==> src/pipe_reg.sv <==
// ********************
// generic stage register
// flush and reset load all zeros, which must decode as a bubble
// flush wins over stall
// ********************
`timescale 1ns/1ps

module pipe_reg #(
  parameter type payload_t = logic [31:0]
) (
  input  logic     clk,
  input  logic     reset,
  input  logic     stall,  // keep current contents
  input  logic     flush,  // insert bubble
  input  payload_t d,
  output payload_t q
);

  always_ff @(posedge clk) begin
    if (reset || flush) begin
      q <= '0;
    end else if (!stall) begin
      q <= d;
    end
  end

endmodule

==> config.mk <==
export PLATFORM = sky130hd
export DESIGN_NAME = pipe_reg
export DESIGN_NICKNAME = d
export VERILOG_FILES = /design/src/pipe_reg.sv
export SDC_FILE = /design/constraint.sdc
export NUM_CORES = 1
export LEC_CHECK = 0
export ABC_CLOCK_PERIOD_IN_PS = 1450
export BUFFER_PORTS_ARGS = -buffer_cell sky130_fd_sc_hd__buf_2
export CORE_MARGIN = 10
export CORE_UTILIZATION = 45
export DETAILED_ROUTE_END_ITERATION = 16
export PLACE_DENSITY = 0.8
export RECOVER_POWER = 50
export SLEW_MARGIN = 20
export SYNTH_ARGS = -nofsm -noshare
export SYNTH_HDL_FRONTEND = slang
export SYNTH_SLANG_ARGS = --single-unit
export TNS_END_PERCENT = 50
==> constraint.sdc <==
create_clock -name clk -period 1.45 [get_ports clk]
set_input_delay 0.0725 -clock clk [delete_from_list [all_inputs] [get_ports clk]]
set_output_delay 0.0725 -clock clk [all_outputs]
set_load 0.02 [all_outputs]
==> results_dict.tcl <==
set metrics [dict create \
    slew_viol_final 0 \
    num_vias 1073 \
    final_area_mm2 0.00180 \
    crit_fanout 2 \
    max-cap-violations 0 \
    area_delta_synth_final_pct 56.0 \
    drtIter0Drc 37 \
    worst-path-buf-inv 1 \
    drt_first_pass_iters 4 \
    wl_per_cell_um 14.3 \
    synthCells 105 \
    reg_top3 "q x32" \
    drc 0 \
    postRouteWirelength_um 3310 \
    clockBufferDepth 2 \
    worst_slew_pin_slew_ns 1.02 \
    antenna_cells 0 \
    layout.nets 237 \
    synth_xor_xnor_area_share_pct 0 \
    r2r-start "q[26]" \
    slowest_delay_ns 0.34 \
    synthAdderAreaFrac_pct 0 \
    num_rows 18 \
    reg2reg_depth 2 \
    hold_path_end "q[4]" \
    syn_nets 141 \
    cp_slowest_cell "dfxtp_1" \
    cts.htree.levels 2 \
    powerDensity_mw_per_mm2 953 \
    finalSetupViolCount 0 \
    start_util_pct 47.1 \
    overflow 0 \
    dp_cells 195 \
    hold_path_class "in -> reg" \
    largest_reg_flops 32 \
    die_h_um 70.7 \
    ys_warn_count 0 \
    grt_util_all_layers_pct 13.3 \
    cp-end-kind "primary output" \
    drive_above_1_share_pct 26.2 \
    fin_crit_ns 0.999 \
    finalSetupTns_ns 0 \
    hold_slack_ns 0.00249 \
    ys_ff_latch 32 \
    crit_family "flip-flops" \
    cts_sinks 32 \
    fmax_mhz 1000 \
    die_w_um 70.7 \
    synth_simple_gate_area_share_pct 10.9 \
    setup_ws_ns 0.451 \
    final_cells 232 \
    required_ns 1.38 \
    power_leakage_nw 0.874 \
    path_cells "clkbuf_1" \
    worstSetupStartpointType "flip-flop" \
    dieArea_mm2 0.00500 \
    synth-compound-area-share_pct 0 \
    r2r_slack_ns 0.76 \
    cp.depth 1 \
    core_mm2 0.00245 \
    postLayoutCoreUtil_pct 73.4 \
    cts_made_buffers 5 \
    root_buffer "clkbuf_4" \
    grt_max_degree 33 \
    cts_tree "yes" \
    min_path_cells 3 \
    hp-start "d[4]" \
    antenna_left 0 \
    worstSkewPairLatency_ns 0.32 \
    power_mw 1.72 \
    place.gp.congestion 0.675 \
    grt_pass1_wl_um 5490 \
    status "complete, no violations" \
    synth_top_family_by_area "multiplexers" \
    synth.distinct_cells 7 \
    syn_area_per_cell_um2 11.0 \
    rsz0062_at_grt "false" \
    path_clk_slew_ns 0.09 \
    post_cts_resized 0 \
    viasPerCell 4.63 \
    fin_crit_sh_pct 68.9 \
    reg2reg_to "q[26]" \
    post-place-ws_ns 0.245 \
    seq_area_frac_synth_pct 55.4 \
    critPathArrivalTime_ns 0.93 \
    finClkSkew_ns 0 \
    grt_pass1_vias 1190 \
    hold_violations 0 \
    synth.area.mux_share_pct 27.7 \
    irDropWorstVdd_mv 0.787 \
    portBuffers 67 \
    maxSlewHeadroom_pct 32.3 \
    syn_area_mm2 0.00116 \
    antenna_found_initial 0 \
    top_register "q" \
    io-pin-count 68 \
    critPathKind "reg -> out" \
    post_dp_cell_area_mm2 0.00148 \
]
logic make-up (layout without fill, tap and decap cells):
group                  count (synthesis)  in the layout
buffers and inverters                  8            105
flip-flops                            32             32
multiplexers                          32             32
AND/OR/NAND/NOR                       33             33
Yosys cell counts, drive strengths merged:
cell,count,area [um^2]
dfxtp,32,641
mux2i,32,320
nor2,32,120
buf,7,63.8
clkbuf,1,5.00
or2,1,6.26
layer usage:
metal	GRT usage (%)	share of wire, %	up-vias
li1	-	-	537
met1	12.8	38	474
met2	22.6	48	50
met3	7.95	11	12
met4	5.81	3.2	0
met5	0	0	-
final cells by class:
| type | count | area (um^2) |
|---|---|---|
| Sequential cell | 32 | 641 |
| Timing Repair Buffer | 97 | 617 |
| Tap cell | 30 | 37.5 |
| Multi-Input combinational cell | 65 | 447 |
| Clock buffer | 6 | 51.3 |
| Clock inverter | 2 | 10.0 |
| Fill cell | 200 | 652 |
worst max-delay path by stage:
stage | to | startpoint
floorplan | q[0] | stall
global placement | q[0] | reset
detailed placement | q[26] | reset
CTS | q[24] | q[24]
global route | q[27] | q[27]
finish | q[25] | q[25]
placed cells by master (no fill, tap or decap):
cell type and n:
clkbuf_1 23, clkbuf_4 5, clkbuf_8 1, or2_1 1
buf_12 1, mux2i_1 32, clkinv_2 2, nor2_1 32
buf_2 44, dlygate4sd3_1 29, dfxtp_1 32
power by group:
part	total [mW]	switching (mW)	internal, mW	leakage (nW)
logic	0.277	0.130	0.147	0.576
registers	0.922	0.0143	0.907	0.261
clock network	0.520	0.290	0.231	0.0380
timing repair:
action	4_1_cts	5_1_grt
endpoints found under the hold margin	26	3
hold buffers	26	3
setup buffers	0	0
No activity file was read; power rests on OpenSTA's default activity.
