<file path="src/common/rv_pkg.sv">
// ********************
// shared widths, encodings and stage payloads for the rv32i pipeline
// an all-zero ctrl_t is a bubble, so every control field is active high
// only word accesses exist, no byte or halfword lanes
// ********************
package rv_pkg;

  localparam int XLEN = 32;

  typedef logic [XLEN-1:0] word_t;
  typedef logic [4:0]      reg_idx_t;

  // value in x17 that makes ecall stop the core
  localparam word_t ECALL_HALT_CODE = 32'd10;

  // major opcodes, inst[6:0]
  typedef enum logic [6:0] {
    OP      = 7'b0110011,
    OP_IMM  = 7'b0010011,
    LOAD    = 7'b0000011,
    STORE   = 7'b0100011,
    SYSTEM  = 7'b1110011,
    ILLEGAL = 7'b0000000  // also what a zeroed IF/ID holds
  } opcode_e;

  typedef enum logic [3:0] {
    ADD  = 4'd0,
    SUB  = 4'd1,
    SLL  = 4'd2,
    SLT  = 4'd3,
    SLTU = 4'd4,
    XOR  = 4'd5,
    SRL  = 4'd6,
    SRA  = 4'd7,
    OR   = 4'd8,
    AND  = 4'd9
  } alu_op_e;

  // operand source for execute
  typedef enum logic [1:0] {
    FWD_NONE = 2'd0,  // register file value from decode
    FWD_MEM  = 2'd1,  // alu result sitting in EX/MEM
    FWD_WB   = 2'd2   // writeback value
  } fwd_sel_e;

  typedef struct packed {
    logic alu_src_imm;  // b operand from imm
    logic mem_read;
    logic mem_write;
    logic mem_to_reg;
    logic reg_write;
    logic is_ecall;
  } ctrl_t;

  typedef struct packed {
    word_t pc;
    word_t inst;
  } if_id_t;

  typedef struct packed {
    ctrl_t    ctrl;
    reg_idx_t rs1;
    reg_idx_t rs2;
    reg_idx_t rd;
    word_t    rs1_data;
    word_t    rs2_data;
    word_t    imm;
    alu_op_e  alu_op;
  } id_ex_t;

  typedef struct packed {
    ctrl_t    ctrl;
    reg_idx_t rd;
    word_t    alu_out;     // also the data memory address
    word_t    store_data;  // rs2 after forwarding
    logic     halt;
  } ex_mem_t;

  typedef struct packed {
    logic     reg_write;
    logic     mem_to_reg;
    reg_idx_t rd;
    word_t    alu_out;
    word_t    load_data;
    logic     halt;
  } mem_wb_t;

  // one register write as seen at writeback
  typedef struct packed {
    reg_idx_t rd;
    word_t    data;
  } wb_trace_t;

endpackage

</file>
<file path="src/execute/alu.sv">
// ********************
// rv32i integer alu, purely combinational
// shift amount is b[4:0], upper bits ignored
// ********************
`timescale 1ns/1ps

module alu (
  input  rv_pkg::alu_op_e op,
  input  rv_pkg::word_t   a,
  input  rv_pkg::word_t   b,
  output rv_pkg::word_t   y
);
  import rv_pkg::*;

  logic [4:0] shamt;
  logic       lt_signed;
  logic       lt_unsigned;

  assign shamt       = b[4:0];
  assign lt_signed   = $signed(a) < $signed(b);
  assign lt_unsigned = a < b;

  always_comb begin
    case (op)
      ADD:     y = a + b;
      SUB:     y = a - b;
      SLL:     y = a << shamt;
      SLT:     y = {{(XLEN-1){1'b0}}, lt_signed};
      SLTU:    y = {{(XLEN-1){1'b0}}, lt_unsigned};
      XOR:     y = a ^ b;
      SRL:     y = a >> shamt;
      SRA:     y = word_t'($signed(a) >>> shamt);  // sign fill
      OR:      y = a | b;
      AND:     y = a & b;
      default: y = a + b;  // unused encodings
    endcase
  end

endmodule

</file>
<file path="config.mk">
export PLATFORM = sky130hd
export DESIGN_NAME = alu
export DESIGN_NICKNAME = d
export VERILOG_FILES = /design/src/common/rv_pkg.sv /design/src/execute/alu.sv
export SDC_FILE = /design/constraint.sdc
export NUM_CORES = 1
export LEC_CHECK = 0
export ABC_AREA = 1
export ABC_CLOCK_PERIOD_IN_PS = 6490
export BUFFER_PORTS_ARGS = -buffer_cell sky130_fd_sc_hd__buf_4
export CELL_PAD_IN_SITES_DETAIL_PLACEMENT = 2
export CELL_PAD_IN_SITES_GLOBAL_PLACEMENT = 2
export CORE_ASPECT_RATIO = 0.8
export CORE_MARGIN = 2
export CORE_UTILIZATION = 30
export DETAILED_ROUTE_END_ITERATION = 8
export PLACE_DENSITY = 0.93
export SETUP_SLACK_MARGIN = 0.1
export SLEW_MARGIN = 15
export SYNTH_ARGS = -nofsm -noshare
export SYNTH_HDL_FRONTEND = slang
export SYNTH_SLANG_ARGS = --single-unit
</file>
<file path="constraint.sdc">
create_clock -name vclk -period 6.49
set_clock_uncertainty 0.1 [all_clocks]
set_input_delay 1.947 -clock vclk [all_inputs]
set_output_delay 1.947 -clock vclk [all_outputs]
set_load 0.05 [all_outputs]
</file>
==> metrics.md <==
| Metric | Value |
|---|---|
| HPWL Detailed | `54,300 µm` |
| Area contributors post-synth | `nand2_1 24%, nand3_1 20%, ha_1 12%, inv_1 10%, nor2_1 6.5%` |
| WP data required | `4440 ps` |
| Synth area leader | `nand2_1` |
| Area growth syn-to-layout | `16.2%` |
| Row Count | `59` |
| Final instance area | `11,500 µm²` |
| Seq. cell area | `0 µm²` |
| Max Freq | `157 MHz` |
| GR Util All Layers | `36.5%` |
| Worst-Margin Slew | `712 ps` |
| Post-synthesis cell area | `9870 µm²` |
| Top cells by count, synth | `644 x nand2_1, 398 x nand3_1, 276 x inv_1, 172 x nor2_1, 97 x ha_1` |
| Net count, final | `2,268` |
| Crit share post-route | `98.2%` |
| Rel. slew slack | `52.5%` |
| Yosys cell types | `40` |
| Vias | `15,100` |
| PortBufs | `100` |
| Kind of start point of the critical path | `primary input` |
| Die height | `166 µm` |
| Synth warn | `0` |
| Seq/Total Area, Yosys | `0%` |
| Die Area | `34,400 µm²` |
| Power Density | `107 nW/µm²` |
| Share of cells above drive strength 1 | `11.7%` |
| Initial drt markers | `1,508` |
| Vias in the first global route | `15,400` |
| Synthesized instance count | `2,030` |
| Per-cell routed wire length | `25.7 µm` |
| Synth top area share | `24.5%` |
| Number of max-cap violations | `0` |
| Max Slew Vio Count | `0` |
| Vias per cell | `5.99` |
| DRC viols | `0` |
| Fin. Hold Viols | `0` |
| Outcome | `finished, final reports clean` |
| Crit Path Category | `primary input to output port` |
| Mean Syn Cell Area | `4.86 µm²` |
| Leak | `6.30 nW` |
| CP Capture Type | `output port` |
| Starting Density | `30.4%` |
| Critical path fanouts, max | `6` |
| Final setup viols | `0` |
| CP arrival | `4320 ps` |
| RSZ-0062 raised after global routing | `true` |
| Final sequential cell count | `0` |
| Antenna violations before repair | `2` |
| Antenna diode count | `0` |
| Peak supply drop | `0.0000718 V` |
| Total chip power | `1.23 mW` |
| Final antenna-violating net count | `0` |
| I/O pin cnt | `100` |
| Die span in x | `207 µm` |
| GR Overflow Total | `0` |
| Hold Path Class | `primary input to output port` |
| First-pass iteration count of the detailed router | `5` |
| Largest net degree at the start of global routing | `80` |
| Final Wtd Congestion | `1.01` |
| Top-count cell post-synth | `nand2_1` |
| Hold slack final | `4440 ps` |
| First-pass GRT wire length | `95,800 µm` |
| Clock Buffer Count | `0` |
| Placed inst area | `11,200 µm²` |
| Placeable core area | `32,500 µm²` |
| Period minus WS final | `6370 ps` |
| Post-Syn Nets | `2,197` |
| Drt total wl | `65,000 µm` |
-- metal layers --
metal  wire length (µm)  share of wire, %  global-route usage [%]  up-vias
li1                   -                 -                       -     6749
met1              28400                44                    51.7     7505
met2              28200                43                    57.5      722
met3               5370               8.3                    3.00      142
met4               3070               4.7                    12.6        4
met5                 22             0.034                       0        -
-- path summary, 6_finish.rpt --
path,endpoint,cells after the start,slack [ps],startpoint
setup / recovery,y[19],13,120,a[12]
hold / removal,y[0],5,4440,op[0]
-- area by class of cell --
type / instances / area, µm²
repair buffers: 160 / 1310
well taps: 427 / 534
inverters: 286 / 1080
fillers: 4412 / 21000
multi-input cells: 1653 / 8550
-- placed cells by master (no fill, tap or decap), drive strengths merged, types with 6 or more instances in the layout --
| master | netlist | routed |
|---|---|---|
| a211oi | 7 | 7 |
| a21oi | 82 | 82 |
| a31oi | 6 | 6 |
| and2 | 9 | 9 |
| buf | 70 | 159 |
| ha | 97 | 97 |
| inv | 284 | 285 |
| nand2 | 647 | 647 |
| nand3 | 399 | 399 |
| nand4 | 34 | 34 |
| nor2 | 181 | 181 |
| nor3 | 22 | 22 |
| o211ai | 30 | 30 |
| o21ai | 79 | 79 |
| o21bai | 10 | 10 |
| o22ai | 17 | 17 |
| xor2 | 10 | 10 |
-- per-stage QoR --
| stage | worst slack (ps) | TNS [ps] | utilization (%) | cells |
|---|---|---|---|---|
| final | 118 | 0 | 35.3 | 2526 |
| after global routing | 20.1 | 0 | 35.3 | 2526 |
| after detailed placement | -362 | -382 | 34.5 | 2522 |
| after floorplan | 113 | 0 | - | 2030 |
| after CTS | 102 | 0 | 34.7 | 2523 |
| after global placement | -294 | -294 | 34.5 | 2522 |
-- cell families after synthesis --
family | Yosys count | share of synthesized area, %
compound gates | 241 | 14.1
xor+xnor | 10 | 0.887
fa+ha+maj | 99 | 12.7
buf+inv | 377 | 15.5
simple gates | 1303 | 56.9
-- critical path, stage by stage --
cell	delay [ps]
buf_4	130
inv_1	70
ha_1	390
nor2_1	240
nand2_1	170
nor3_1	330
buf_4	190
nand3_1	110
nand3_1	110
nand2_1	60
nand3_1	110
nand4_1	190
buf_4	250
-- power breakdown --
group	switching [mW]	leakage [nW]	internal [mW]	total, mW
registers	0	0	0	0
logic	0.882	6.30	0.344	1.23
clock network	0	0	0	0
total	0.882	6.30	0.344	1.23
-- timing repair --
item                       in CTS  in global routing
resized for setup               7                 59
pin swaps                       1                  2
gates cloned                    0                  1
hold buffers                    0                  0
buffers inserted                1                  2
setup endpoints to repair       6                 19
(Power assumes the default switching activity.)
