File: src/common/rv_pkg.sv
// ********************
// shared widths, encodings and stage payloads for the rv32i pipeline
// an all-zero ctrl_t is a bubble, so every control field is active high
// only word accesses exist, no byte or halfword lanes
// ********************
package rv_pkg;

  localparam int XLEN = 32;

  typedef logic [XLEN-1:0] word_t;
  typedef logic [4:0]      reg_idx_t;

  // value in x17 that makes ecall stop the core
  localparam word_t ECALL_HALT_CODE = 32'd10;

  // major opcodes, inst[6:0]
  typedef enum logic [6:0] {
    OP      = 7'b0110011,
    OP_IMM  = 7'b0010011,
    LOAD    = 7'b0000011,
    STORE   = 7'b0100011,
    SYSTEM  = 7'b1110011,
    ILLEGAL = 7'b0000000  // also what a zeroed IF/ID holds
  } opcode_e;

  typedef enum logic [3:0] {
    ADD  = 4'd0,
    SUB  = 4'd1,
    SLL  = 4'd2,
    SLT  = 4'd3,
    SLTU = 4'd4,
    XOR  = 4'd5,
    SRL  = 4'd6,
    SRA  = 4'd7,
    OR   = 4'd8,
    AND  = 4'd9
  } alu_op_e;

  // operand source for execute
  typedef enum logic [1:0] {
    FWD_NONE = 2'd0,  // register file value from decode
    FWD_MEM  = 2'd1,  // alu result sitting in EX/MEM
    FWD_WB   = 2'd2   // writeback value
  } fwd_sel_e;

  typedef struct packed {
    logic alu_src_imm;  // b operand from imm
    logic mem_read;
    logic mem_write;
    logic mem_to_reg;
    logic reg_write;
    logic is_ecall;
  } ctrl_t;

  typedef struct packed {
    word_t pc;
    word_t inst;
  } if_id_t;

  typedef struct packed {
    ctrl_t    ctrl;
    reg_idx_t rs1;
    reg_idx_t rs2;
    reg_idx_t rd;
    word_t    rs1_data;
    word_t    rs2_data;
    word_t    imm;
    alu_op_e  alu_op;
  } id_ex_t;

  typedef struct packed {
    ctrl_t    ctrl;
    reg_idx_t rd;
    word_t    alu_out;     // also the data memory address
    word_t    store_data;  // rs2 after forwarding
    logic     halt;
  } ex_mem_t;

  typedef struct packed {
    logic     reg_write;
    logic     mem_to_reg;
    reg_idx_t rd;
    word_t    alu_out;
    word_t    load_data;
    logic     halt;
  } mem_wb_t;

  // one register write as seen at writeback
  typedef struct packed {
    reg_idx_t rd;
    word_t    data;
  } wb_trace_t;

endpackage

File: src/decode/decode_unit.sv
// ********************
// instruction decode for OP, OP_IMM, LOAD, STORE and ecall
// anything else, ebreak and csr ops included, decodes to a bubble
// ecall reads a7 as rs1, the index swap is done by the core
// ********************
`timescale 1ns/1ps

module decode_unit (
  input  rv_pkg::word_t   inst,
  output rv_pkg::ctrl_t   ctrl,
  output rv_pkg::word_t   imm,
  output rv_pkg::alu_op_e alu_op,
  output logic            uses_rs1,
  output logic            uses_rs2
);
  import rv_pkg::*;

  opcode_e    opcode;
  logic [2:0] funct3;
  logic       bit30;
  word_t      imm_i;
  word_t      imm_s;
  logic       is_ecall;
  alu_op_e    arith_op;

  assign funct3   = inst[14:12];
  assign bit30    = inst[30];
  assign imm_i    = {{20{inst[31]}}, inst[31:20]};
  assign imm_s    = {{20{inst[31]}}, inst[31:25], inst[11:7]};
  assign is_ecall = (inst[6:0] == SYSTEM) && (inst[31:7] == '0);  // funct12, rs1, rd all zero

  // fold unsupported opcodes onto ILLEGAL
  always_comb begin
    case (inst[6:0])
      OP, OP_IMM, LOAD, STORE, SYSTEM: opcode = opcode_e'(inst[6:0]);
      default:                         opcode = ILLEGAL;
    endcase
  end

  // funct3 map shared by register and immediate forms
  always_comb begin
    case (funct3)
      3'b000:  arith_op = (bit30 && opcode == OP) ? SUB : ADD;  // no subi
      3'b001:  arith_op = SLL;
      3'b010:  arith_op = SLT;
      3'b011:  arith_op = SLTU;
      3'b100:  arith_op = XOR;
      3'b101:  arith_op = bit30 ? SRA : SRL;  // srai/srli share funct3
      3'b110:  arith_op = OR;
      default: arith_op = AND;
    endcase
  end

  always_comb begin
    ctrl     = '0;  // bubble unless a case below fills it
    imm      = '0;
    alu_op   = ADD;
    uses_rs1 = 1'b0;
    uses_rs2 = 1'b0;
    case (opcode)
      OP: begin
        ctrl.reg_write = 1'b1;
        alu_op         = arith_op;
        uses_rs1       = 1'b1;
        uses_rs2       = 1'b1;
      end
      OP_IMM: begin
        ctrl.alu_src_imm = 1'b1;
        ctrl.reg_write   = 1'b1;
        imm              = imm_i;
        alu_op           = arith_op;
        uses_rs1         = 1'b1;
      end
      LOAD: begin  // lw only, funct3 not checked
        ctrl.alu_src_imm = 1'b1;
        ctrl.mem_read    = 1'b1;
        ctrl.mem_to_reg  = 1'b1;
        ctrl.reg_write   = 1'b1;
        imm              = imm_i;
        uses_rs1         = 1'b1;
      end
      STORE: begin  // sw only
        ctrl.alu_src_imm = 1'b1;
        ctrl.mem_write   = 1'b1;
        imm              = imm_s;
        uses_rs1         = 1'b1;
        uses_rs2         = 1'b1;
      end
      SYSTEM: begin
        // ecall passes x17 + 0 through the alu
        ctrl.is_ecall    = is_ecall;
        ctrl.alu_src_imm = is_ecall;
        uses_rs1         = is_ecall;
      end
      default: ;  // ILLEGAL stays a bubble
    endcase
  end

endmodule

File: config.mk
export PLATFORM = sky130hd
export DESIGN_NAME = decode_unit
export DESIGN_NICKNAME = d
export VERILOG_FILES = /design/src/common/rv_pkg.sv /design/src/decode/decode_unit.sv
export SDC_FILE = /design/constraint.sdc
export NUM_CORES = 1
export LEC_CHECK = 0
export BUFFER_PORTS_ARGS = -buffer_cell sky130_fd_sc_hd__buf_2
export CAP_MARGIN = 10
export CORE_UTILIZATION = 33
export DETAILED_ROUTE_END_ITERATION = 8
export GPL_TIMING_DRIVEN = 0
export PLACE_DENSITY = 0.89
export SKIP_LAST_GASP = 1
export SYNTH_ARGS = -nofsm -noshare
export SYNTH_HDL_FRONTEND = slang
export SYNTH_SLANG_ARGS = --single-unit
File: constraint.sdc
create_clock -name vclk -period 2.6
set_clock_uncertainty 0.15 [all_clocks]
set_input_delay 0.13 -clock vclk [all_inputs]
set_output_delay 0.13 -clock vclk [all_outputs]
set_load 0.02 [all_outputs]
==> run_results.csv <==
group,metric,value,unit
status,run_status,"finished, final reports clean",
finish,final_instance_area,904.6,um^2
finish,antenna_diode_count,0,
yosys,synth.net_count,107,
sta,worst-slew-pin-transition,646.7,ps
global_routing,grtUsageTotal,19.36,%
sta,fin_setup_tns,0,ps
critical_path,critical_path.endpoint_type,"output pin",
global_routing,pin_count_of_the_biggest_net_entering_global_routing,22,
floorplanning,placement_rows,13,
placement,dp.final_hpwl,1599,um
placement,placedCellCount,166,
critical_path,worst-setup-path-type,"input pin to output pin",
global_routing,vias_in_the_first_global_route,547,
floorplanning,die_width,41.14,um
critical_path,cp.arrival,1820,ps
global_routing,initial_antenna_violation_count,0,
finish,seq_cell_count,0,
placement,placement.io_buffers,76,
clock_network,cts_resized,0,
finish,share_of_cells_above_drive_strength_1,68.21,%
yosys,yosysUniqueCellTypes,22,
routing,first_iter_violations,12,
power,power_frac_seq,0,%
power,p_leak,0.5909,nW
finish,mostFrequentLayoutCells,"77 x buf_2, 21 x buf_4, 10 x nor2_1",
finish,layout_commonest_cell,"buf_2",
routing,average_vias_per_placed_instance,4.723,
clock_network,ctsHoldBuffers,0,
yosys,synth_seq_area_share,0,%
finish,layout.filler_cells,132,
routing,dr_total_vias,784,
global_routing,grt_overflow,0,
power,vdd_ir_drop_max,0.00003841,V
critical_path,crit_start,"inst[3]",
sta,tcrit_tclk_final,80.79,%
power,power_report.internal_total,0.00003548,W
floorplanning,initial_core_utilization,37.00,%
sta,final_hold_viol_count,0,
critical_path,cp.required,2320,ps
routing,route.met2.wl,999,um
routing,top_layer,"met4",
yosys,syn_area_per_cell,6.740,um^2
routing,number_of_remaining_drc_errors,0,
floorplanning,floorplan.core_area,0.001366,mm^2
power,power_switching,0.00003824,W
power,power_frac_comb,100.0,%
yosys,synth_cells,75,
floorplanning,die_h,41.14,um
global_routing,grt_pass1_wl,2311,um
routing,routed-wl-met3,120,um
sta,setup_ws,499.4,ps
critical_path,crit_path_end,"imm[19]",
critical_path,critical_path_launch_point_type,"input pin",
finish,nets,185,
sta,maxSlewViolCount,0,
clock_network,post-cts-setup-buffer-count,0,
worst_hold_path,worst_hold_path_type,"input pin to output pin",
routing,met1_length,737,um
yosys,mappedNetlistArea,505.5,um^2
routing,wl,1862,um
sta,fmax,476.1,MHz
floorplanning,die_outline_area,0.001692,mm^2
power,power_frac_clock,0,%
routing,drt_pass1_iterations,6,
routing,drtAntennaViolNets,0,
power,switching_share,51.87,%
yosys,ys_warn_count,0,
sta,rsz0062_at_grt,"false",
finish,ff_latch_area,0,um^2
placement,place_congestion,0.7118,
finish,postLayoutCoreUtil,66.21,%
sta,final_number_of_setup_violating_endpoints,0,
placement,placed_area,904.6,um^2
floorplanning,design.portCount,76,
run,max_cap_violations,0,
sta,fin_crit,2101,ps
sta,slew-limit-headroom,56.89,%
finish,final_cell_count_no_fill,166,
critical_path,worst-path-max-fanout,21,
routing,route.detailed.wl_per_inst,11.22,um
finish,layout-area-overhead-vs-synth,78.96,%
placement,preCtsSetupSlack,507.1,ps
finish,clock_tree_buffer_count_of_the_final_layout,0,
power,power.density,81.49,mW/mm^2
[cells in the mapped netlist, drive strengths merged]
library cell | n | share of area, %
mux2i | 1 | 2.0
o22ai | 2 | 2.5
inv | 2 | 1.5
nand2b | 1 | 1.2
buf | 22 | 32
nand2 | 2 | 1.5
a22oi | 5 | 7.4
nor3b | 2 | 5.2
nor4 | 5 | 6.2
nor2 | 10 | 7.4
nor3 | 2 | 4.0
nand3b | 2 | 3.0
and2 | 8 | 9.9
and4bb | 2 | 4.9
nand4 | 2 | 2.5
nor2b | 2 | 2.5
o21ai | 1 | 0.99
a21oi | 2 | 2.0
nor4b | 1 | 1.7
a211oi | 1 | 1.5
[layout make-up]
type / instances / area (um^2) / share of cell area, %
Timing Repair Buffer: 76 / 380.4 / 42.05
Multi-Input combinational cell: 51 / 335.3 / 37.07
Tap cell: 15 / 18.77 / 2.075
Buffer: 22 / 162.7 / 17.98
Inverter: 2 / 7.507 / 0.8299
[kinds of logic (layout without fill, tap and decap cells)]
kind of cell           count (synthesis)  count (layout)  synth area share [%]
AND/OR/NAND/NOR                       39              39                 50.00
buffers and inverters                 24             100                 33.66
multiplexers                           1               1                 1.980
AO/OA/AOI/OAI                         11              11                 14.36
[worst min-delay path by stage]
| stage | from | end | slack, ps | cells past startpoint |
|---|---|---|---|---|
| after floorplan | inst[4] | ctrl[3] | 160 | 1 |
| after global placement | inst[5] | ctrl[2] | 440 | 3 |
| after detailed placement | inst[5] | ctrl[2] | 450 | 3 |
| after CTS | inst[5] | ctrl[2] | 450 | 3 |
| after global routing | inst[5] | ctrl[2] | 470 | 3 |
| final | inst[5] | ctrl[2] | 450 | 3 |
[through the flow]
| stage | total power [W] | hold slack, ps |
|---|---|---|
| finish | 0.00007372 | 449.4 |
| global route | 0.00007974 | 468.1 |
| CTS | 0.00007311 | 448.2 |
| detailed placement | 0.00007285 | 447.1 |
| global placement | 0.00007027 | 444.3 |
| floorplan | 0.00003217 | 161.0 |
[power by group through the flow]
stage	Combinational, W	Clock (W)	Sequential, W
after floorplan	0.0000322	0	0
after global placement	0.0000703	0	0
after detailed placement	0.0000728	0	0
after CTS	0.0000731	0	0
after global routing	0.0000797	0	0
final	0.0000737	0	0
[metal layers]
metal	global-route usage, %	up-vias
li1	-	406
met1	23.10	341
met2	37.89	35
met3	0.5435	2
met4	3.226	0
met5	0	-
[critical path, cell delays in order]
cell	delay (ps)
buf_2	90
and4bb_2	330
nor3b_4	290
and2_1	590
buf_4	220
buf_2	160
No activity file was read; power rests on OpenSTA's default activity.
