File: src/common/rv_pkg.sv
// ********************
// shared widths, encodings and stage payloads for the rv32i pipeline
// an all-zero ctrl_t is a bubble, so every control field is active high
// only word accesses exist, no byte or halfword lanes
// ********************
package rv_pkg;

  localparam int XLEN = 32;

  typedef logic [XLEN-1:0] word_t;
  typedef logic [4:0]      reg_idx_t;

  // value in x17 that makes ecall stop the core
  localparam word_t ECALL_HALT_CODE = 32'd10;

  // major opcodes, inst[6:0]
  typedef enum logic [6:0] {
    OP      = 7'b0110011,
    OP_IMM  = 7'b0010011,
    LOAD    = 7'b0000011,
    STORE   = 7'b0100011,
    SYSTEM  = 7'b1110011,
    ILLEGAL = 7'b0000000  // also what a zeroed IF/ID holds
  } opcode_e;

  typedef enum logic [3:0] {
    ADD  = 4'd0,
    SUB  = 4'd1,
    SLL  = 4'd2,
    SLT  = 4'd3,
    SLTU = 4'd4,
    XOR  = 4'd5,
    SRL  = 4'd6,
    SRA  = 4'd7,
    OR   = 4'd8,
    AND  = 4'd9
  } alu_op_e;

  // operand source for execute
  typedef enum logic [1:0] {
    FWD_NONE = 2'd0,  // register file value from decode
    FWD_MEM  = 2'd1,  // alu result sitting in EX/MEM
    FWD_WB   = 2'd2   // writeback value
  } fwd_sel_e;

  typedef struct packed {
    logic alu_src_imm;  // b operand from imm
    logic mem_read;
    logic mem_write;
    logic mem_to_reg;
    logic reg_write;
    logic is_ecall;
  } ctrl_t;

  typedef struct packed {
    word_t pc;
    word_t inst;
  } if_id_t;

  typedef struct packed {
    ctrl_t    ctrl;
    reg_idx_t rs1;
    reg_idx_t rs2;
    reg_idx_t rd;
    word_t    rs1_data;
    word_t    rs2_data;
    word_t    imm;
    alu_op_e  alu_op;
  } id_ex_t;

  typedef struct packed {
    ctrl_t    ctrl;
    reg_idx_t rd;
    word_t    alu_out;     // also the data memory address
    word_t    store_data;  // rs2 after forwarding
    logic     halt;
  } ex_mem_t;

  typedef struct packed {
    logic     reg_write;
    logic     mem_to_reg;
    reg_idx_t rd;
    word_t    alu_out;
    word_t    load_data;
    logic     halt;
  } mem_wb_t;

  // one register write as seen at writeback
  typedef struct packed {
    reg_idx_t rd;
    word_t    data;
  } wb_trace_t;

endpackage

File: src/decode/hazard_unit.sv
// ********************
// load-use stall and halt flush for the front of the pipe
// stall costs exactly one bubble, the load then forwards from writeback
// ********************
`timescale 1ns/1ps

module hazard_unit (
  input  rv_pkg::reg_idx_t id_rs1,
  input  rv_pkg::reg_idx_t id_rs2,
  input  logic             uses_rs1,
  input  logic             uses_rs2,
  input  rv_pkg::reg_idx_t ex_rd,
  input  logic             ex_mem_read,
  input  logic             halt_seen,
  output logic             stall,
  output logic             flush_front
);

  logic rs1_hit;
  logic rs2_hit;
  logic load_use;

  assign rs1_hit  = uses_rs1 && (id_rs1 == ex_rd);
  assign rs2_hit  = uses_rs2 && (id_rs2 == ex_rd);
  assign load_use = ex_mem_read && (ex_rd != '0) && (rs1_hit || rs2_hit);

  // once halting, the front is emptied each cycle and never stalls
  assign flush_front = halt_seen;
  assign stall       = load_use && !halt_seen;

endmodule

File: config.mk
export PLATFORM = sky130hd
export DESIGN_NAME = hazard_unit
export DESIGN_NICKNAME = d
export VERILOG_FILES = /design/src/common/rv_pkg.sv /design/src/decode/hazard_unit.sv
export SDC_FILE = /design/constraint.sdc
export NUM_CORES = 1
export LEC_CHECK = 0
export BUFFER_PORTS_ARGS = -buffer_cell sky130_fd_sc_hd__buf_2
export CORE_AREA = 2 2 39 41
export DETAILED_ROUTE_END_ITERATION = 6
export DIE_AREA = 0 0 41 43
export PLACE_DENSITY = 0.34
export SLEW_MARGIN = 20
export SYNTH_ARGS = -nofsm -noshare
export SYNTH_HDL_FRONTEND = slang
export SYNTH_SLANG_ARGS = --single-unit
File: constraint.sdc
create_clock -name vclk -period 1
set_clock_uncertainty 0.2 [all_clocks]
set_input_delay 0.05 -clock vclk [all_inputs]
set_output_delay 0.05 -clock vclk [all_outputs]
set_load 0.005 [all_outputs]
==> run summary, run 1 <==
The data arrival time of the worst path is 1.00 ns. The post-CTS setup buffer count is 0. The overall routed net length came out at around 520 um. After clock tree synthesis, the flow added hold-fix buffers numbering 0. The relative slew slack came out at 0.848. The post-synthesis area per instance came out at just under 8 um2.

The final reports fail on setup timing. The starting utilization of the core area is 0.107. The setup slack after layout is -0.255 ns. The final global-route overflow total came out at 0.

For the final routed database, the setup TNS stands at -0.255 ns. The layout overhead on the synthesized area is 131%. The chip height is 43 um.

The layout has 154 filler cells. The total number of yosys warnings came out at 0. The total track usage is 0.0529. The run finished, with violations left. The worst hold slack across all endpoints came out at 0.0814 ns. The part of the Yosys area used for sequential elements came out at 0.

The initial antenna violation count was 0. STA puts the critical path data required time at around 0.75 ns. The final-report setup violation count is 1. Setup repair after global routing could not meet its margin everywhere. The startpoint identified for the worst hold timing path is halt_seen.

The maximum number of pins on one net before global-route repair came out at 4. The final layout net count came out at 63. Dividing the final minimum period by the clock period gives 1.25. Summing internal, switching and leakage power gives ~120 uW. The total standard cell area after synthesis is around 150 um2.

Summed over all cells, the static leakage comes to between 0.00015 and 0.0002 uW. The number of cells produced by synthesis came out at 19. The number of port buffers is 21. The non-filler instance count after layout is 58. The floorplan die area is about 1800 um2.

The largest single stage delay on the critical path is 0.51 ns. The wire length of the first global-routing pass came out at just under 700 um. The total number of sequential cells came out at 0. For this run, design rule violations remaining after detail routing come to 0. The worst setup path is captured at an output port.

The synthesized net count is 38. The register area came out at 0 um2. The number of failing hold endpoints at the final stage is 0. The number of cells after detailed placement came out at 58. After the first detailed-routing iteration, the DRC count stood at 0. Power spread over the standard cell area amounts to 358 nW/um2. The via count of the first global-routing pass came out at around 180. The count of different cell masters after synthesis came out at 10.

The floorplan step defined a core boundary enclosing 1380 um2. The critical path is of the in -> out type. The horizontal extent of the die is 41 um. The routed length per placed instance came out at 8.95 um. The slowest stage of the critical path belongs to the cell sky130_fd_sc_hd__or4_1. The kind of path behind the tightest hold check is in -> out. The post-place setup slack is -0.306 ns. Derived from the worst setup path, the maximum achievable clock frequency is 797 MHz. The worst setup path is launched from an input pin. IR analysis of the VDD net gives a maximum drop of 0.000117 V. The tool flagged a number of max-cap violations equal to 0.

The number of iterations in the first detailed-routing pass is 1. The worst hold path terminates at flush_front. Of all nets on the critical path, the largest fanout is 3. The count of clock-net buffers in the final layout came out at 0. The signal on the critical path passes through buf_8 > or4_1 > o21ai_1 > a21oi_2 > buf_2. The final period demand of the worst path came out at about 1.3 ns. The number of pins exceeding their max-slew limit in the final report came out at 0. At the pin with the least slew margin, the transition time is 0.226 ns. At the end of routability-driven placement, the weighted congestion stood at ~0.59. The total number of vias came out at 205. The site row count came out at 14. The fraction of final layout cells sized beyond drive strength 1 is 0.667.

The cell count of the worst hold path is 2. Pin placement for this block handled 21 I/O pins. The number of antenna diodes is 0.

The post-detailed-route via-to-cell ratio is 3.53. The number of antenna-violating nets in the routed design is 0.
[cell type report]
type	instances	area, um2	area share
multi-input cells	18	158	0.463
repair buffers	24	163	0.478
well taps	16	20.0	0.0588
[layout by cell type (no fill, tap or decap), drive strengths merged]
master	synthesis	layout
nor4	2	2
nor2b	1	1
a21oi	1	1
o21ai	1	1
or4	1	1
xor2	8	8
nand3	2	2
buf	1	24
xnor2	2	2
[routing by layer]
metal,part of all wire,vias up,global-route usage
met2,0.32,21,0.0656
met1,0.47,73,0.0886
met3,0.21,0,0.0209
li1,-,111,-
met4,0,0,0
met5,0,-,0
[timing repair]
| item | in CTS | in global routing |
|---|---|---|
| pin swaps | 4 | 5 |
| endpoints found under the setup margin | 1 | 1 |
| gates cloned | 0 | 0 |
| gates resized for setup | 6 | 5 |
[stage by stage]
stage	utilization	area, um2
3_3_place_gp	0.208	288
6_report	0.246	340
5_1_grt	0.246	340
3_5_place_dp	0.208	288
4_1_cts	0.226	313
2_1_floorplan	-	148
[Yosys cell counts]
master / n / area [um2]
sky130_fd_sc_hd__o21ai_1: 1 / 5.00
sky130_fd_sc_hd__buf_4: 1 / 7.51
sky130_fd_sc_hd__nor4_2: 1 / 12.5
sky130_fd_sc_hd__nand3_1: 2 / 10.0
sky130_fd_sc_hd__nor2b_1: 1 / 6.26
sky130_fd_sc_hd__xnor2_1: 2 / 17.5
sky130_fd_sc_hd__nor4_1: 1 / 6.26
sky130_fd_sc_hd__or4_1: 1 / 7.51
sky130_fd_sc_hd__a21oi_1: 1 / 5.00
sky130_fd_sc_hd__xor2_1: 8 / 70.1
[report_power, final]
group / switching (uW) / total, uW / leakage, uW / internal, uW
logic: 47.1 / 122 / 0.000157 / 74.7
clock network: 0 / 0 / 0 / 0
registers: 0 / 0 / 0 / 0
[logic make-up after synthesis]
group | Yosys count | share of synthesized area
compound gates | 2 | 0.0677
xor+xnor | 10 | 0.593
buf+inv | 1 | 0.0509
simple gates | 6 | 0.288
[worst max-delay path: cells and delay by family]
family | cells | cell delay, ns
AND/OR/NAND/NOR | 1 | 0.51
AO/OA/AOI/OAI | 2 | 0.22
buffers and inverters | 2 | 0.22
[worst max-delay path by stage]
stage                   from  endpoint  slack (ns)  cells past startpoint
finish              ex_rd[3]     stall       -0.25                      5
floorplan           ex_rd[0]     stall        0.02                      3
global placement    ex_rd[0]     stall       -0.28                      6
CTS                 ex_rd[3]     stall       -0.23                      5
detailed placement  ex_rd[0]     stall       -0.31                      6
global route        ex_rd[3]     stall       -0.34                      6
Note: power is estimated with default switching activity, not from simulation.
==> inputs of run 2 (changes only) <==
--- a/config.mk
+++ b/config.mk
@@ -6,10 +6,12 @@
 export NUM_CORES = 1
 export LEC_CHECK = 0
 export BUFFER_PORTS_ARGS = -buffer_cell sky130_fd_sc_hd__buf_2
+export CELL_PAD_IN_SITES_DETAIL_PLACEMENT = 0
+export CELL_PAD_IN_SITES_GLOBAL_PLACEMENT = 1
 export CORE_AREA = 2 2 39 41
 export DETAILED_ROUTE_END_ITERATION = 6
 export DIE_AREA = 0 0 41 43
-export PLACE_DENSITY = 0.34
+export PLACE_DENSITY = 0.51
 export SLEW_MARGIN = 20
 export SYNTH_ARGS = -nofsm -noshare
 export SYNTH_HDL_FRONTEND = slang
==> run 2 against run 1 <==
Net effect:
- the flow still finishes with violations (setup timing)
- critical path depth is the same
- global-route usage shrank 0.40 points
- design area shrank 12%
- via count shrank 2.0%
- combinational power shrank 14%
- maximum frequency grew 2.0%
- critical path type unchanged
- largest cell class is now multi-input gates
- largest power group unchanged
==> run summary, run 2 (synthesis results as in run 1) <==
The flow ran to the end, but the final reports show violations. The checks that failed: setup timing. The overall routed net length is 459 um. For the pin with the worst max-slew slack, the measured transition is 0.217 ns. The routed length per placed instance came out at roughly 7.9 um.

The worst hold path begins at halt_seen. STA classifies the critical path startpoint as an input pin. The via count of the first global-routing pass was 186. The worst setup path is captured at an output port. Dividing the detail-routed via count by the number of cells gives 3.47. The number of antenna-violating nets in the routed design came out at 0.

The wire length of the first global-routing pass is 648 um. The count of clock-net buffers in the final layout came out at 0. In the layout the commonest cells are 20 x sky130_fd_sc_hd__buf_2, 8 x sky130_fd_sc_hd__xor2_1, 3 x sky130_fd_sc_hd__buf_4. The maximum ir drop on the vdd rail is 0.0000914 V.

Setup repair after global routing could not meet its margin everywhere. The hold-critical path endpoint is flush_front. The fraction of final layout cells sized beyond drive strength 1 is 0.619. The final weighted congestion in routability-driven placement came out at between 0.6 and 0.7. The layout has 158 filler cells.

The worst hold path passes through 2 cells. In the final layout, flip-flops and latches occupy 0 um2. In this run the power density over the cells is roughly 350 nW/um2.

The number of pins exceeding their max-slew limit in the final report came to 0. Data arrives at the worst endpoint at 0.98 ns. The post-route clock period utilization is 1.23. The layout overhead on the synthesized area came out at 103%. Row generation in the floorplan step produced 14 rows.

The floorplan core area came out at 1380 um2. Buffers inserted to repair hold after CTS numbered 0. The boundary pin count came out at 21. Measured along the y axis, the die boundary spans around 43 um. The repair_antennas step left the layout with diodes totalling 0. The number of maximum-capacitance violations came out at 0. By startpoint and endpoint, the worst setup path is classified as in -> out. The final global-route overflow total came out at 0. On the final layout, the worst hold slack is about 0.084 ns.

The setup slack after layout is -0.230 ns. The final layout net count is 63. The number of iterations in the first detailed-routing pass came out at 1. The required time of the critical path came out at between 0.7 and 0.8 ns.

The total track usage is 0.0490. The maximum net fanout on the critical path came out at 3. The number of port buffers came out at 21. The number of failing hold endpoints at the final stage is 0. The initial antenna violation count came out at 0. The maximum number of pins on one net before global-route repair is 4. In the routed design, unresolved DRC markers number 0. The starting utilization of the core area is 0.107. The maximum operating frequency came out at 813 MHz. The floorplan die area is 1760 um2. The final layout contains a sequential cell count of 0. The kind of path behind the tightest hold check is in -> out.

Leaving out fill and tap cells, the most frequent cell in the layout is sky130_fd_sc_hd__buf_2. The leakage power is 0.000146 uW. After the first detailed-routing iteration, the DRC count stood at 0. The relative slew slack came out at 0.854. In the final timing run, aggregate negative setup slack is -0.230 ns. The final-report setup violation count came out at 1. The routed design could run at a clock period as short as 1.23 ns. The total half-perimeter wirelength after legalization and detailed placement came out at 433 um. The total number of vias is 201.

The die is slightly above 40 um wide.
run 2: cell counts in the layout (fill, tap and decap cells not counted):
Identical to the previous run, type by type.
run 2: metrics by stage:
step                      setup slack (ns)  utilization  area [um2]  total power [uW]  cells
after floorplan                     0.0222            -         148              40.9     19
after global placement              -0.250        0.208         288               101     58
after detailed placement            -0.245        0.208         288               101     58
after CTS                           -0.231        0.212         294               104     58
after global routing                -0.300        0.217         300               116     58
final                               -0.230        0.217         300               105     58
run 2: area by class of cell:
type | count | area [um2] | share of cell area
multi-input cells | 18 | 146 | 0.487
repair buffers | 24 | 134 | 0.446
well taps | 16 | 20.0 | 0.0667
run 2: how the worst max path moves through the flow:
stage / endpoint / start / depth (start not counted)
finish: stall / ex_rd[0] / 5
global route: stall / id_rs1[2] / 6
CTS: stall / ex_rd[0] / 5
detailed placement: stall / ex_rd[0] / 6
global placement: stall / ex_rd[1] / 6
floorplan: stall / ex_rd[0] / 3
run 2: timing repair:
action | in CTS | in global routing
hold endpoints to repair | 0 | 0
endpoints found under the setup margin | 1 | 1
pin swaps | 2 | 1
setup buffers | 0 | 0
resized for setup | 1 | 1
run 2: routing by layer:
| layer | vias up | part of all wire | GRT usage |
|---|---|---|---|
| li1 | 112 | - | - |
| met1 | 75 | 0.42 | 0.0696 |
| met3 | 0 | 0.17 | 0.00524 |
| met4 | 0 | 0 | 0 |
| met5 | - | 0 | 0 |
| met2 | 14 | 0.41 | 0.0813 |
run 2: report_power, final:
part	internal, uW	total [uW]	switching [uW]
registers	0	0	0
clock network	0	0	0
logic	62.0	105	43.4
run 2: critical path, cell delays in order:
cell,delay [ns]
sky130_fd_sc_hd__buf_2,0.11
sky130_fd_sc_hd__or4_1,0.52
sky130_fd_sc_hd__o21ai_1,0.13
sky130_fd_sc_hd__a21oi_1,0.04
sky130_fd_sc_hd__buf_2,0.12
