File: src/common/rv_pkg.sv
// ********************
// shared widths, encodings and stage payloads for the rv32i pipeline
// an all-zero ctrl_t is a bubble, so every control field is active high
// only word accesses exist, no byte or halfword lanes
// ********************
package rv_pkg;

  localparam int XLEN = 32;

  typedef logic [XLEN-1:0] word_t;
  typedef logic [4:0]      reg_idx_t;

  // value in x17 that makes ecall stop the core
  localparam word_t ECALL_HALT_CODE = 32'd10;

  // major opcodes, inst[6:0]
  typedef enum logic [6:0] {
    OP      = 7'b0110011,
    OP_IMM  = 7'b0010011,
    LOAD    = 7'b0000011,
    STORE   = 7'b0100011,
    SYSTEM  = 7'b1110011,
    ILLEGAL = 7'b0000000  // also what a zeroed IF/ID holds
  } opcode_e;

  typedef enum logic [3:0] {
    ADD  = 4'd0,
    SUB  = 4'd1,
    SLL  = 4'd2,
    SLT  = 4'd3,
    SLTU = 4'd4,
    XOR  = 4'd5,
    SRL  = 4'd6,
    SRA  = 4'd7,
    OR   = 4'd8,
    AND  = 4'd9
  } alu_op_e;

  // operand source for execute
  typedef enum logic [1:0] {
    FWD_NONE = 2'd0,  // register file value from decode
    FWD_MEM  = 2'd1,  // alu result sitting in EX/MEM
    FWD_WB   = 2'd2   // writeback value
  } fwd_sel_e;

  typedef struct packed {
    logic alu_src_imm;  // b operand from imm
    logic mem_read;
    logic mem_write;
    logic mem_to_reg;
    logic reg_write;
    logic is_ecall;
  } ctrl_t;

  typedef struct packed {
    word_t pc;
    word_t inst;
  } if_id_t;

  typedef struct packed {
    ctrl_t    ctrl;
    reg_idx_t rs1;
    reg_idx_t rs2;
    reg_idx_t rd;
    word_t    rs1_data;
    word_t    rs2_data;
    word_t    imm;
    alu_op_e  alu_op;
  } id_ex_t;

  typedef struct packed {
    ctrl_t    ctrl;
    reg_idx_t rd;
    word_t    alu_out;     // also the data memory address
    word_t    store_data;  // rs2 after forwarding
    logic     halt;
  } ex_mem_t;

  typedef struct packed {
    logic     reg_write;
    logic     mem_to_reg;
    reg_idx_t rd;
    word_t    alu_out;
    word_t    load_data;
    logic     halt;
  } mem_wb_t;

  // one register write as seen at writeback
  typedef struct packed {
    reg_idx_t rd;
    word_t    data;
  } wb_trace_t;

endpackage

File: src/execute/forward_unit.sv
// ********************
// operand forwarding into execute
// memory stage wins over writeback, rd x0 never forwards
// caller masks mem_reg_write for loads, the stall covers that case
// ********************
`timescale 1ns/1ps

module forward_unit (
  input  rv_pkg::reg_idx_t ex_rs1,
  input  rv_pkg::reg_idx_t ex_rs2,
  input  rv_pkg::reg_idx_t mem_rd,
  input  rv_pkg::reg_idx_t wb_rd,
  input  logic             mem_reg_write,
  input  logic             wb_reg_write,
  output rv_pkg::fwd_sel_e fwd_a,
  output rv_pkg::fwd_sel_e fwd_b
);
  import rv_pkg::*;

  function automatic fwd_sel_e pick(input reg_idx_t rs);
    fwd_sel_e sel;
    if (mem_reg_write && mem_rd != '0 && mem_rd == rs) begin
      sel = FWD_MEM;  // youngest producer
    end else if (wb_reg_write && wb_rd != '0 && wb_rd == rs) begin
      sel = FWD_WB;
    end else begin
      sel = FWD_NONE;
    end
    return sel;
  endfunction

  always_comb begin
    fwd_a = pick(ex_rs1);
    fwd_b = pick(ex_rs2);
  end

endmodule

File: config.mk
export PLATFORM = sky130hd
export DESIGN_NAME = forward_unit
export DESIGN_NICKNAME = d
export VERILOG_FILES = /design/src/common/rv_pkg.sv /design/src/execute/forward_unit.sv
export SDC_FILE = /design/constraint.sdc
export NUM_CORES = 1
export LEC_CHECK = 0
export ABC_AREA = 1
export BUFFER_PORTS_ARGS = -buffer_cell sky130_fd_sc_hd__buf_2
export CORE_AREA = 5 5 42 44
export DETAILED_ROUTE_END_ITERATION = 12
export DIE_AREA = 0 0 47 49
export MAX_ROUTING_LAYER = met4
export PLACE_DENSITY = 0.57
export SYNTH_ARGS = -nofsm -noshare
export SYNTH_HDL_FRONTEND = slang
export SYNTH_SLANG_ARGS = --single-unit
export TNS_END_PERCENT = 50
File: constraint.sdc
create_clock -name vclk -period 1.3
set_input_delay 0.13 -clock vclk [all_inputs]
set_output_delay 0.13 -clock vclk [all_outputs]
set_load 0.02 [all_outputs]
==> impl_metrics.py, run 1 <==
metrics = {
    "status": {
        "run_status": "completed",
    },
    "final_layout": {
        "syn_to_final_growth_pct": 41.38,
        "register_area_um2": 0,
        "nFillCells": 173,
        "clock_buffers": 0,
        "layout-drive-gt1-share_pct": 27.10,
        "flops_and_latches": 0,
        "diodes": 0,
        "fin_nets": 131,
        "final_util_pct": 36.61,
    },
    "placed_design": {
        "gp_congestion": 0.8136,
        "io_buffers": 26,
        "dpl.hpwl_um": 961.1,
    },
    "drt": {
        "wl_per_cell_um": 8.309,
        "viasPerCell": 4.211,
        "drt_first_iter_violations": 6,
        "drtAntennaViolNets": 0,
        "routed_wirelength_um": 1022,
        "drc": 0,
        "dr.pass1.iters": 4,
        "dr_total_vias": 518,
    },
    "setup_path": {
        "arrival_ns": 0.91,
        "critPathLaunchType": "input pin",
        "endpoint_kind": "output pin",
        "cp_max_fo": 4,
        "required_ns": 1.17,
        "path_class": "input pin to output pin",
    },
    "floorplan": {
        "num_rows": 14,
        "core_area_um2": 1401,
        "num_io_pins": 26,
        "initial_core_util_pct": 25.89,
        "die_w_um": 47,
        "dieArea_um2": 2303,
        "die_h_um": 49,
    },
    "timing": {
        "tightest_slew_ns": 0.1613,
        "slew_headroom_pct": 89.17,
        "timing.fmax_ghz": 0.9609,
        "slew_viol_final": 0,
        "setup_viol": 0,
        "rsz0062_at_grt": "false",
        "hold_violations": 0,
        "finalCritPeriodShare_pct": 80.05,
        "final.setup.tns_ns": 0,
        "post-route-min-period_ns": 1.041,
    },
    "synth": {
        "synth_area_um2": 362.8,
        "yosys_warnings": 0,
        "syn_area_per_cell_um2": 4.480,
        "synth_nets": 103,
        "synth_area_leaders": "nand2_1, xnor2_1, inv_1",
        "yosysSeqAreaShare_pct": 0,
        "synth_top_area_share_pct": 39.31,
        "ys_types": 10,
        "synth_top_cell_by_area": "nand2_1",
        "synthCells": 81,
    },
    "grt": {
        "grt_pass1_vias": 438,
        "grtUsageTotal_pct": 8.705,
        "grt-ovfl-total": 0,
        "grt_pass1_wl_um": 1566,
        "grt_max_degree": 5,
        "antenna_found_initial": 0,
    },
    "cts": {
        "ctsHoldBuffers": 0,
        "cts_resized": 0,
        "post-cts-setup-buffers": 0,
    },
    "pwr": {
        "p_leak_nw": 0.3403,
        "ir_drop_mv": 0.09032,
        "powerDensity_nw_per_um2": 284.6,
    },
    "min_path": {
        "hold_path_class": "input pin to output pin",
    },
    "flow_run": {
        "drv_cap": 0,
    },
}
==> stage by stage <==
step / instance area [µm²] / hold slack, ns / cells / total power [mW] / worst slack (ns)
6_report: 513.0 / 0.6695 / 123 / 0.1460 / 0.2593
5_1_grt: 513.0 / 0.7055 / 123 / 0.1670 / 0.1327
4_1_cts: 513.0 / 0.6694 / 123 / 0.1480 / 0.2591
3_5_place_dp: 513.0 / 0.6689 / 123 / 0.1475 / 0.2629
3_3_place_gp: 513.0 / 0.6696 / 123 / 0.1477 / 0.2411
2_1_floorplan: 362.8 / 0.4282 / 81 / 0.08114 / 0.3594
==> metal layers <==
| layer | share of wire [%] | vias to the layer above | GRT usage [%] |
|---|---|---|---|
| li1 | - | 291 | - |
| met1 | 46 | 215 | 12.39 |
| met2 | 49 | 12 | 14.48 |
| met3 | 5.6 | 0 | 0 |
| met4 | 0 | 0 | 0 |
| met5 | 0 | - | - |
==> report_power, final <==
part | switching (mW) | internal (mW) | total [mW] | leakage (nW)
Clock | 0 | 0 | 0 | 0
Combinational | 0.0796 | 0.0664 | 0.146 | 0.340
Sequential | 0 | 0 | 0 | 0
Total | 0.0796 | 0.0664 | 0.146 | 0.340
==> layout make-up <==
class                           count  area (µm²)  share of cell area (%)
Inverter                           14       52.55                   10.24
Multi-Input combinational cell     67       310.3                   60.49
Tap cell                           16       20.02                   3.902
Timing Repair Buffer               26       130.1                   25.37
==> cell usage in the layout, fill, tap and decap left out <==
cell type	count
nor2_1	13
inv_1	13
xnor2_1	6
inv_2	1
buf_2	26
nand3b_1	1
nand4_1	3
nand3_1	2
nand2_1	38
xor2_1	2
nor2_2	2
==> critical path: stages <==
cell and delay, ns:
buf_2 0.11, inv_2 0.04, nand2_1 0.04, nand2_1 0.05, nor2_1 0.11, nand3_1 0.10
nor2_2 0.11, nor2_1 0.05, buf_2 0.15
==> worst paths after layout <==
| kind | startpoint | end | slack, ns | cells after the start |
|---|---|---|---|---|
| hold / removal | mem_reg_write | fwd_a[0] | 0.67 | 4 |
| setup / recovery | mem_rd[2] | fwd_b[1] | 0.26 | 9 |
==> synthesized netlist by cell type <==
library cell	n
nor2_1	13
inv_2	1
nand2_1	38
nand3_1	2
xor2_1	2
nand4_1	3
nand3b_1	1
xnor2_1	6
nor2_2	2
inv_1	13
==> logic make-up (layout without fill, tap and decap cells) <==
logic type	Yosys count	count (layout)	share of synthesized area, %
xor gates and xnor gates	8	8	19.31
and+or+nand+nor	59	59	66.21
buffers and inverters	14	40	14.48
Power figures use the tool's default switching activity.
==> run 2, diff against run 1 <==
==> constraint.sdc (replaced) <==
create_clock -name vclk -period 1
set_input_delay 0.1 -clock vclk [all_inputs]
set_output_delay 0.1 -clock vclk [all_outputs]
set_load 0.02 [all_outputs]
==> run 2 against run 1 <==
Net effect: worst setup slack worse by 0.26 ns; count of clock-buffer cells in the layout unchanged; design area rose by 38%; non-clock buffer count stayed put; via count up 6.0%; final cell count unchanged; combinational power up 93%; wire length up 19%.
==> impl_metrics.py, run 2 (synthesized netlist as in run 1, its figures left out) <==
metrics = {
    "status": {
        "run_status": "completed",
    },
    "floorplan": {
        "dieArea_um2": 2303,
        "core_area_um2": 1401,
        "die_w_um": 47,
        "num_io_pins": 26,
        "initial_core_util_pct": 25.89,
        "num_rows": 14,
        "die_h_um": 49,
    },
    "setup_path": {
        "critPathLaunchType": "input pin",
        "path_class": "input pin to output pin",
        "cp_common_cell": "nor2_2",
        "crit_slowest_cell": "buf_4",
        "required_ns": 0.90,
        "arrival_ns": 0.90,
        "crit_chain": "buf_2, nor2_2, nand4_1, nand2_2, nor2_2, nor2_1, buf_4",
        "path_delay_family": "simple AND/OR/NAND/NOR gates",
        "path_buf_inv": 2,
        "cp_max_fo": 3,
        "max_stage_delay_ns": 0.16,
        "endpoint_kind": "output pin",
    },
    "final_layout": {
        "mostFrequentLayoutCells": "nand2_1, nand2_2, nor2_1",
        "nFillCells": 153,
        "syn_to_final_growth_pct": 94.48,
        "final_cell_area_um2": 705.7,
        "mostFrequentLayoutCell": "nand2_1",
        "layout-drive-gt1-share_pct": 49.53,
        "diodes": 0,
        "fin_nets": 131,
        "flops_and_latches": 0,
        "multi_input_area_um2": 380.4,
        "register_area_um2": 0,
        "final_util_pct": 50.36,
        "clock_buffers": 0,
    },
    "pwr": {
        "powerDensity_nw_per_um2": 400.1,
        "ir_drop_mv": 0.1670,
        "finalPower_mw": 0.2823,
        "p_leak_nw": 0.4032,
    },
    "drt": {
        "wl_per_cell_um": 9.862,
        "drc": 0,
        "routed_wirelength_um": 1213,
        "drt_first_iter_violations": 3,
        "dr_total_vias": 549,
        "viasPerCell": 4.463,
        "dr.pass1.iters": 4,
        "drtAntennaViolNets": 0,
    },
    "timing": {
        "fin_hold_ws_ns": 0.5735,
        "tightest_slew_ns": 0.1434,
        "slew_headroom_pct": 90.41,
        "setup_viol": 0,
        "hold_violations": 0,
        "post-route-min-period_ns": 0.9983,
        "finalCritPeriodShare_pct": 99.83,
        "slew_viol_final": 0,
        "timing.fmax_ghz": 1.002,
        "rsz0062_at_grt": "true",
    },
    "grt": {
        "antenna_found_initial": 0,
        "grt-ovfl-total": 0,
        "grt_pass1_wl_um": 1600,
        "grtUsageTotal_pct": 8.993,
        "grt_max_degree": 5,
        "grt_pass1_vias": 433,
    },
    "placed_design": {
        "gp_congestion": 0.8136,
        "dpl.hpwl_um": 974,
        "io_buffers": 26,
        "place_area_um2": 513.0,
    },
    "min_path": {
        "hold_path_class": "input pin to output pin",
    },
    "flow_run": {
        "drv_cap": 0,
    },
    "cts": {
        "post-cts-setup-buffers": 0,
    },
}
## run 2: worst paths after layout
kind                  depth (start not counted)  endpoint     startpoint
worst min-delay path                          4  fwd_b[0]  mem_reg_write
worst max-delay path                          7  fwd_b[1]      mem_rd[4]
## run 2: area by class of cell
class	instances	share of cell area, %
Timing Repair Buffer	26	34.04
Multi-Input combinational cell	67	53.90
Inverter	14	9.220
Tap cell	16	2.837
## run 2: where the power goes
group          switching, mW  internal [mW]
clock network              0              0
logic                  0.131          0.151
registers                  0              0
## run 2: layer usage
metal / global-route usage (%) / vias to the layer above / share of wire [%]
met5: - / - / 0
met4: 0 / 0 / 1.2
met1: 12.17 / 234 / 39
li1: - / 299 / -
met2: 15.61 / 14 / 55
met3: 0 / 2 / 5.2
## run 2: per-stage QoR
stage | TNS, ns | instances | setup WS, ns
after global routing | -0.05253 | 123 | -0.03502
final | 0 | 123 | 0.001710
after detailed placement | 0 | 123 | 0.02051
after floorplan | 0 | 81 | 0.1194
after global placement | 0 | 123 | 0.001073
after CTS | 0 | 123 | 0.01459
## run 2: timing repair
action                     CTS  global route
gates resized for setup      0            61
hold buffers                 0             0
setup endpoints to repair    0             4
==> run 3, diff against run 2 <==
--- a/config.mk
+++ b/config.mk
@@ -5,13 +5,13 @@
 export SDC_FILE = /design/constraint.sdc
 export NUM_CORES = 1
 export LEC_CHECK = 0
-export ABC_AREA = 1
+export ABC_AREA = 0
 export BUFFER_PORTS_ARGS = -buffer_cell sky130_fd_sc_hd__buf_2
 export CORE_AREA = 5 5 42 44
 export DETAILED_ROUTE_END_ITERATION = 12
 export DIE_AREA = 0 0 47 49
 export MAX_ROUTING_LAYER = met4
-export PLACE_DENSITY = 0.57
+export PLACE_DENSITY = 0.49
 export SYNTH_ARGS = -nofsm -noshare
 export SYNTH_HDL_FRONTEND = slang
 export SYNTH_SLANG_ARGS = --single-unit
==> run 3 against run 2 <==
Net effect: final cell count shrank 28%; non-clock buffer count grew 13; die area is the same; the run now ends with negative setup slack left; highest routed layer is now met3; sequential share of layout area is the same; wire length shrank 23%; via count shrank 32%; total power shrank 13%; synthesized cell count shrank 58%; count of clock-buffer cells in the layout is the same; first-iteration DRC count shrank 100%; core utilization shrank 7.1 points; sequential cell count is the same.
==> impl_metrics.py, run 3 <==
metrics = {
    "final_layout": {
        "fin_cells": 89,
        "fin_nets": 97,
        "flops_and_latches": 0,
        "layout-drive-gt1-share_pct": 65.75,
        "nFillCells": 159,
        "syn_to_final_growth_pct": 135.0,
        "mostFrequentLayoutCells": "buf_2, buf_4, xnor2_1",
        "diodes": 0,
        "mostFrequentLayoutCell": "buf_2",
        "clock_buffers": 0,
        "multi_input_area_um2": 340.3,
        "register_area_um2": 0,
    },
    "min_path": {
        "min_from": "mem_reg_write",
        "hold_path_depth": 4,
        "hold_path_class": "input pin to output pin",
        "whs_endpoint": "fwd_a[0]",
    },
    "status": {
        "violations": "negative setup slack",
        "run_status": "finished with violations",
    },
    "grt": {
        "grt_pass1_wl_um": 1566,
        "grt_max_degree": 4,
        "grt-ovfl-total": 0,
        "grt_pass1_vias": 379,
        "antenna_found_initial": 0,
        "grtUsageTotal_pct": 8.718,
    },
    "placed_design": {
        "dpl.hpwl_um": 918.8,
        "placed_cells": 89,
        "io_buffers": 26,
        "gp_congestion": 0.8120,
    },
    "drt": {
        "drc": 0,
        "viasPerCell": 4.191,
        "dr.pass1.iters": 1,
        "routed_wirelength_um": 931,
        "drtAntennaViolNets": 0,
        "dr_total_vias": 373,
        "wl_per_cell_um": 10.46,
        "drt_first_iter_violations": 0,
    },
    "setup_path": {
        "required_ns": 0.90,
        "cp_common_cell": "nor4_4",
        "critPathLaunchType": "input pin",
        "cp_max_fo": 2,
        "crit_slowest_cell": "or4_4",
        "max_stage_delay_ns": 0.53,
        "path_class": "input pin to output pin",
        "arrival_ns": 1.38,
        "endpoint_kind": "output pin",
        "crit_chain": "buf_6, or4_4, o21ai_4, nor4_4, nor4_4, buf_4",
    },
    "synth": {
        "syn_area_per_cell_um2": 7.581,
        "synth_nets": 56,
        "synthMuxAreaShare_pct": 0,
        "yosys_warnings": 0,
        "synthSimpleGateAreaFrac_pct": 28.64,
        "synth_top_area_share_pct": 54.37,
        "ys_types": 9,
        "synth_area_leaders": "xnor2_1, xor2_1, nor4_1",
        "synthXorXnorAreaFrac_pct": 67.96,
        "synth_compound_area_share_pct": 3.398,
        "synthCells": 34,
        "post_synth_fa_ha_maj_area_fraction_pct": 0,
        "synth_top_family_by_area": "XOR/XNOR gates",
        "synthTopCellsByCount": "xnor2_1, nor4_1, xor2_1",
        "yosys.cell_count.top_type": "xnor2_1",
        "yosysSeqAreaShare_pct": 0,
        "synth_area_um2": 257.7,
        "synth_top_cell_by_area": "xnor2_1",
    },
    "pwr": {
        "ir_drop_mv": 0.1499,
        "p_leak_nw": 0.2602,
        "powerDensity_nw_per_um2": 404.0,
        "finalPower_mw": 0.2447,
    },
    "floorplan": {
        "dieArea_um2": 2303,
        "die_w_um": 47,
        "num_rows": 14,
        "core_area_um2": 1401,
        "initial_core_util_pct": 18.39,
        "num_io_pins": 26,
        "die_h_um": 49,
    },
    "cts": {
        "ctsHoldBuffers": 0,
    },
    "timing": {
        "final.setup.tns_ns": -1.576,
        "slew_headroom_pct": 74.75,
        "setup_ws_ns": -0.4845,
        "timing.fmax_ghz": 0.6736,
        "hold_violations": 0,
        "tightest_slew_ns": 0.3757,
        "slew_viol_final": 0,
        "setup_viol": 4,
        "post-route-min-period_ns": 1.484,
        "rsz0062_at_grt": "true",
        "finalCritPeriodShare_pct": 148.4,
    },
    "flow_run": {
        "drv_cap": 0,
    },
}
run 3: logic make-up after synthesis:
| kind of cell | after synthesis |
|---|---|
| XOR/XNOR | 20 |
| AND/OR/NAND/NOR | 13 |
| AO/OA/AOI/OAI | 1 |
run 3: report_power, final:
| group | switching [mW] | internal, mW | total, mW |
|---|---|---|---|
| Clock | 0 | 0 | 0 |
| Combinational | 0.110 | 0.134 | 0.245 |
| Sequential | 0 | 0 | 0 |
| Total | 0.110 | 0.134 | 0.245 |
run 3: worst max path at each step:
stage	to	slack, ns	depth (start not counted)	from
floorplan	fwd_a[1]	-0.37	4	mem_rd[1]
global placement	fwd_a[1]	-0.48	6	mem_rd[1]
detailed placement	fwd_b[1]	-0.52	6	mem_rd[1]
CTS	fwd_b[1]	-0.49	6	mem_rd[1]
global route	fwd_a[1]	-0.55	6	mem_rd[1]
finish	fwd_a[1]	-0.48	6	mem_rd[1]
run 3: area by class of cell:
| class | instances | share of cell area, % |
|---|---|---|
| tap | 16 | 3.306 |
| multi-input combinational | 34 | 56.20 |
| timing repair buffer | 39 | 40.50 |
run 3: critical path: cells and delay by family:
kind            cells  cell delay [ns]
compound gates      1             0.18
simple gates        3             0.83
buf+inv             2             0.26
run 3: what timing repair did:
item	CTS	global route
buffers inserted	0	0
gates cloned	0	0
resized for setup	11	0
pin swaps	5	0
endpoints found under the setup margin	4	4
run 3: per-layer routing:
layer | track usage [%] | vias up | part of all wire, %
met5 | - | - | 0
met3 | 0.3690 | 0 | 6.7
met1 | 10.70 | 164 | 34
met4 | 0 | 0 | 0
li1 | - | 200 | -
met2 | 16.06 | 9 | 59
run 3: stage by stage:
step           area [µm²]  setup WS [ns]  hold WS [ns]  util, %
6_report            605.6        -0.4845        0.5785    43.21
5_1_grt             605.6        -0.5458        0.5968    43.21
4_1_cts             605.6        -0.4927        0.5806    43.21
3_5_place_dp        548.0        -0.5180        0.5983    39.11
3_3_place_gp        548.0        -0.4827        0.5980    39.11
2_1_floorplan       300.3        -0.3689        0.3477        -
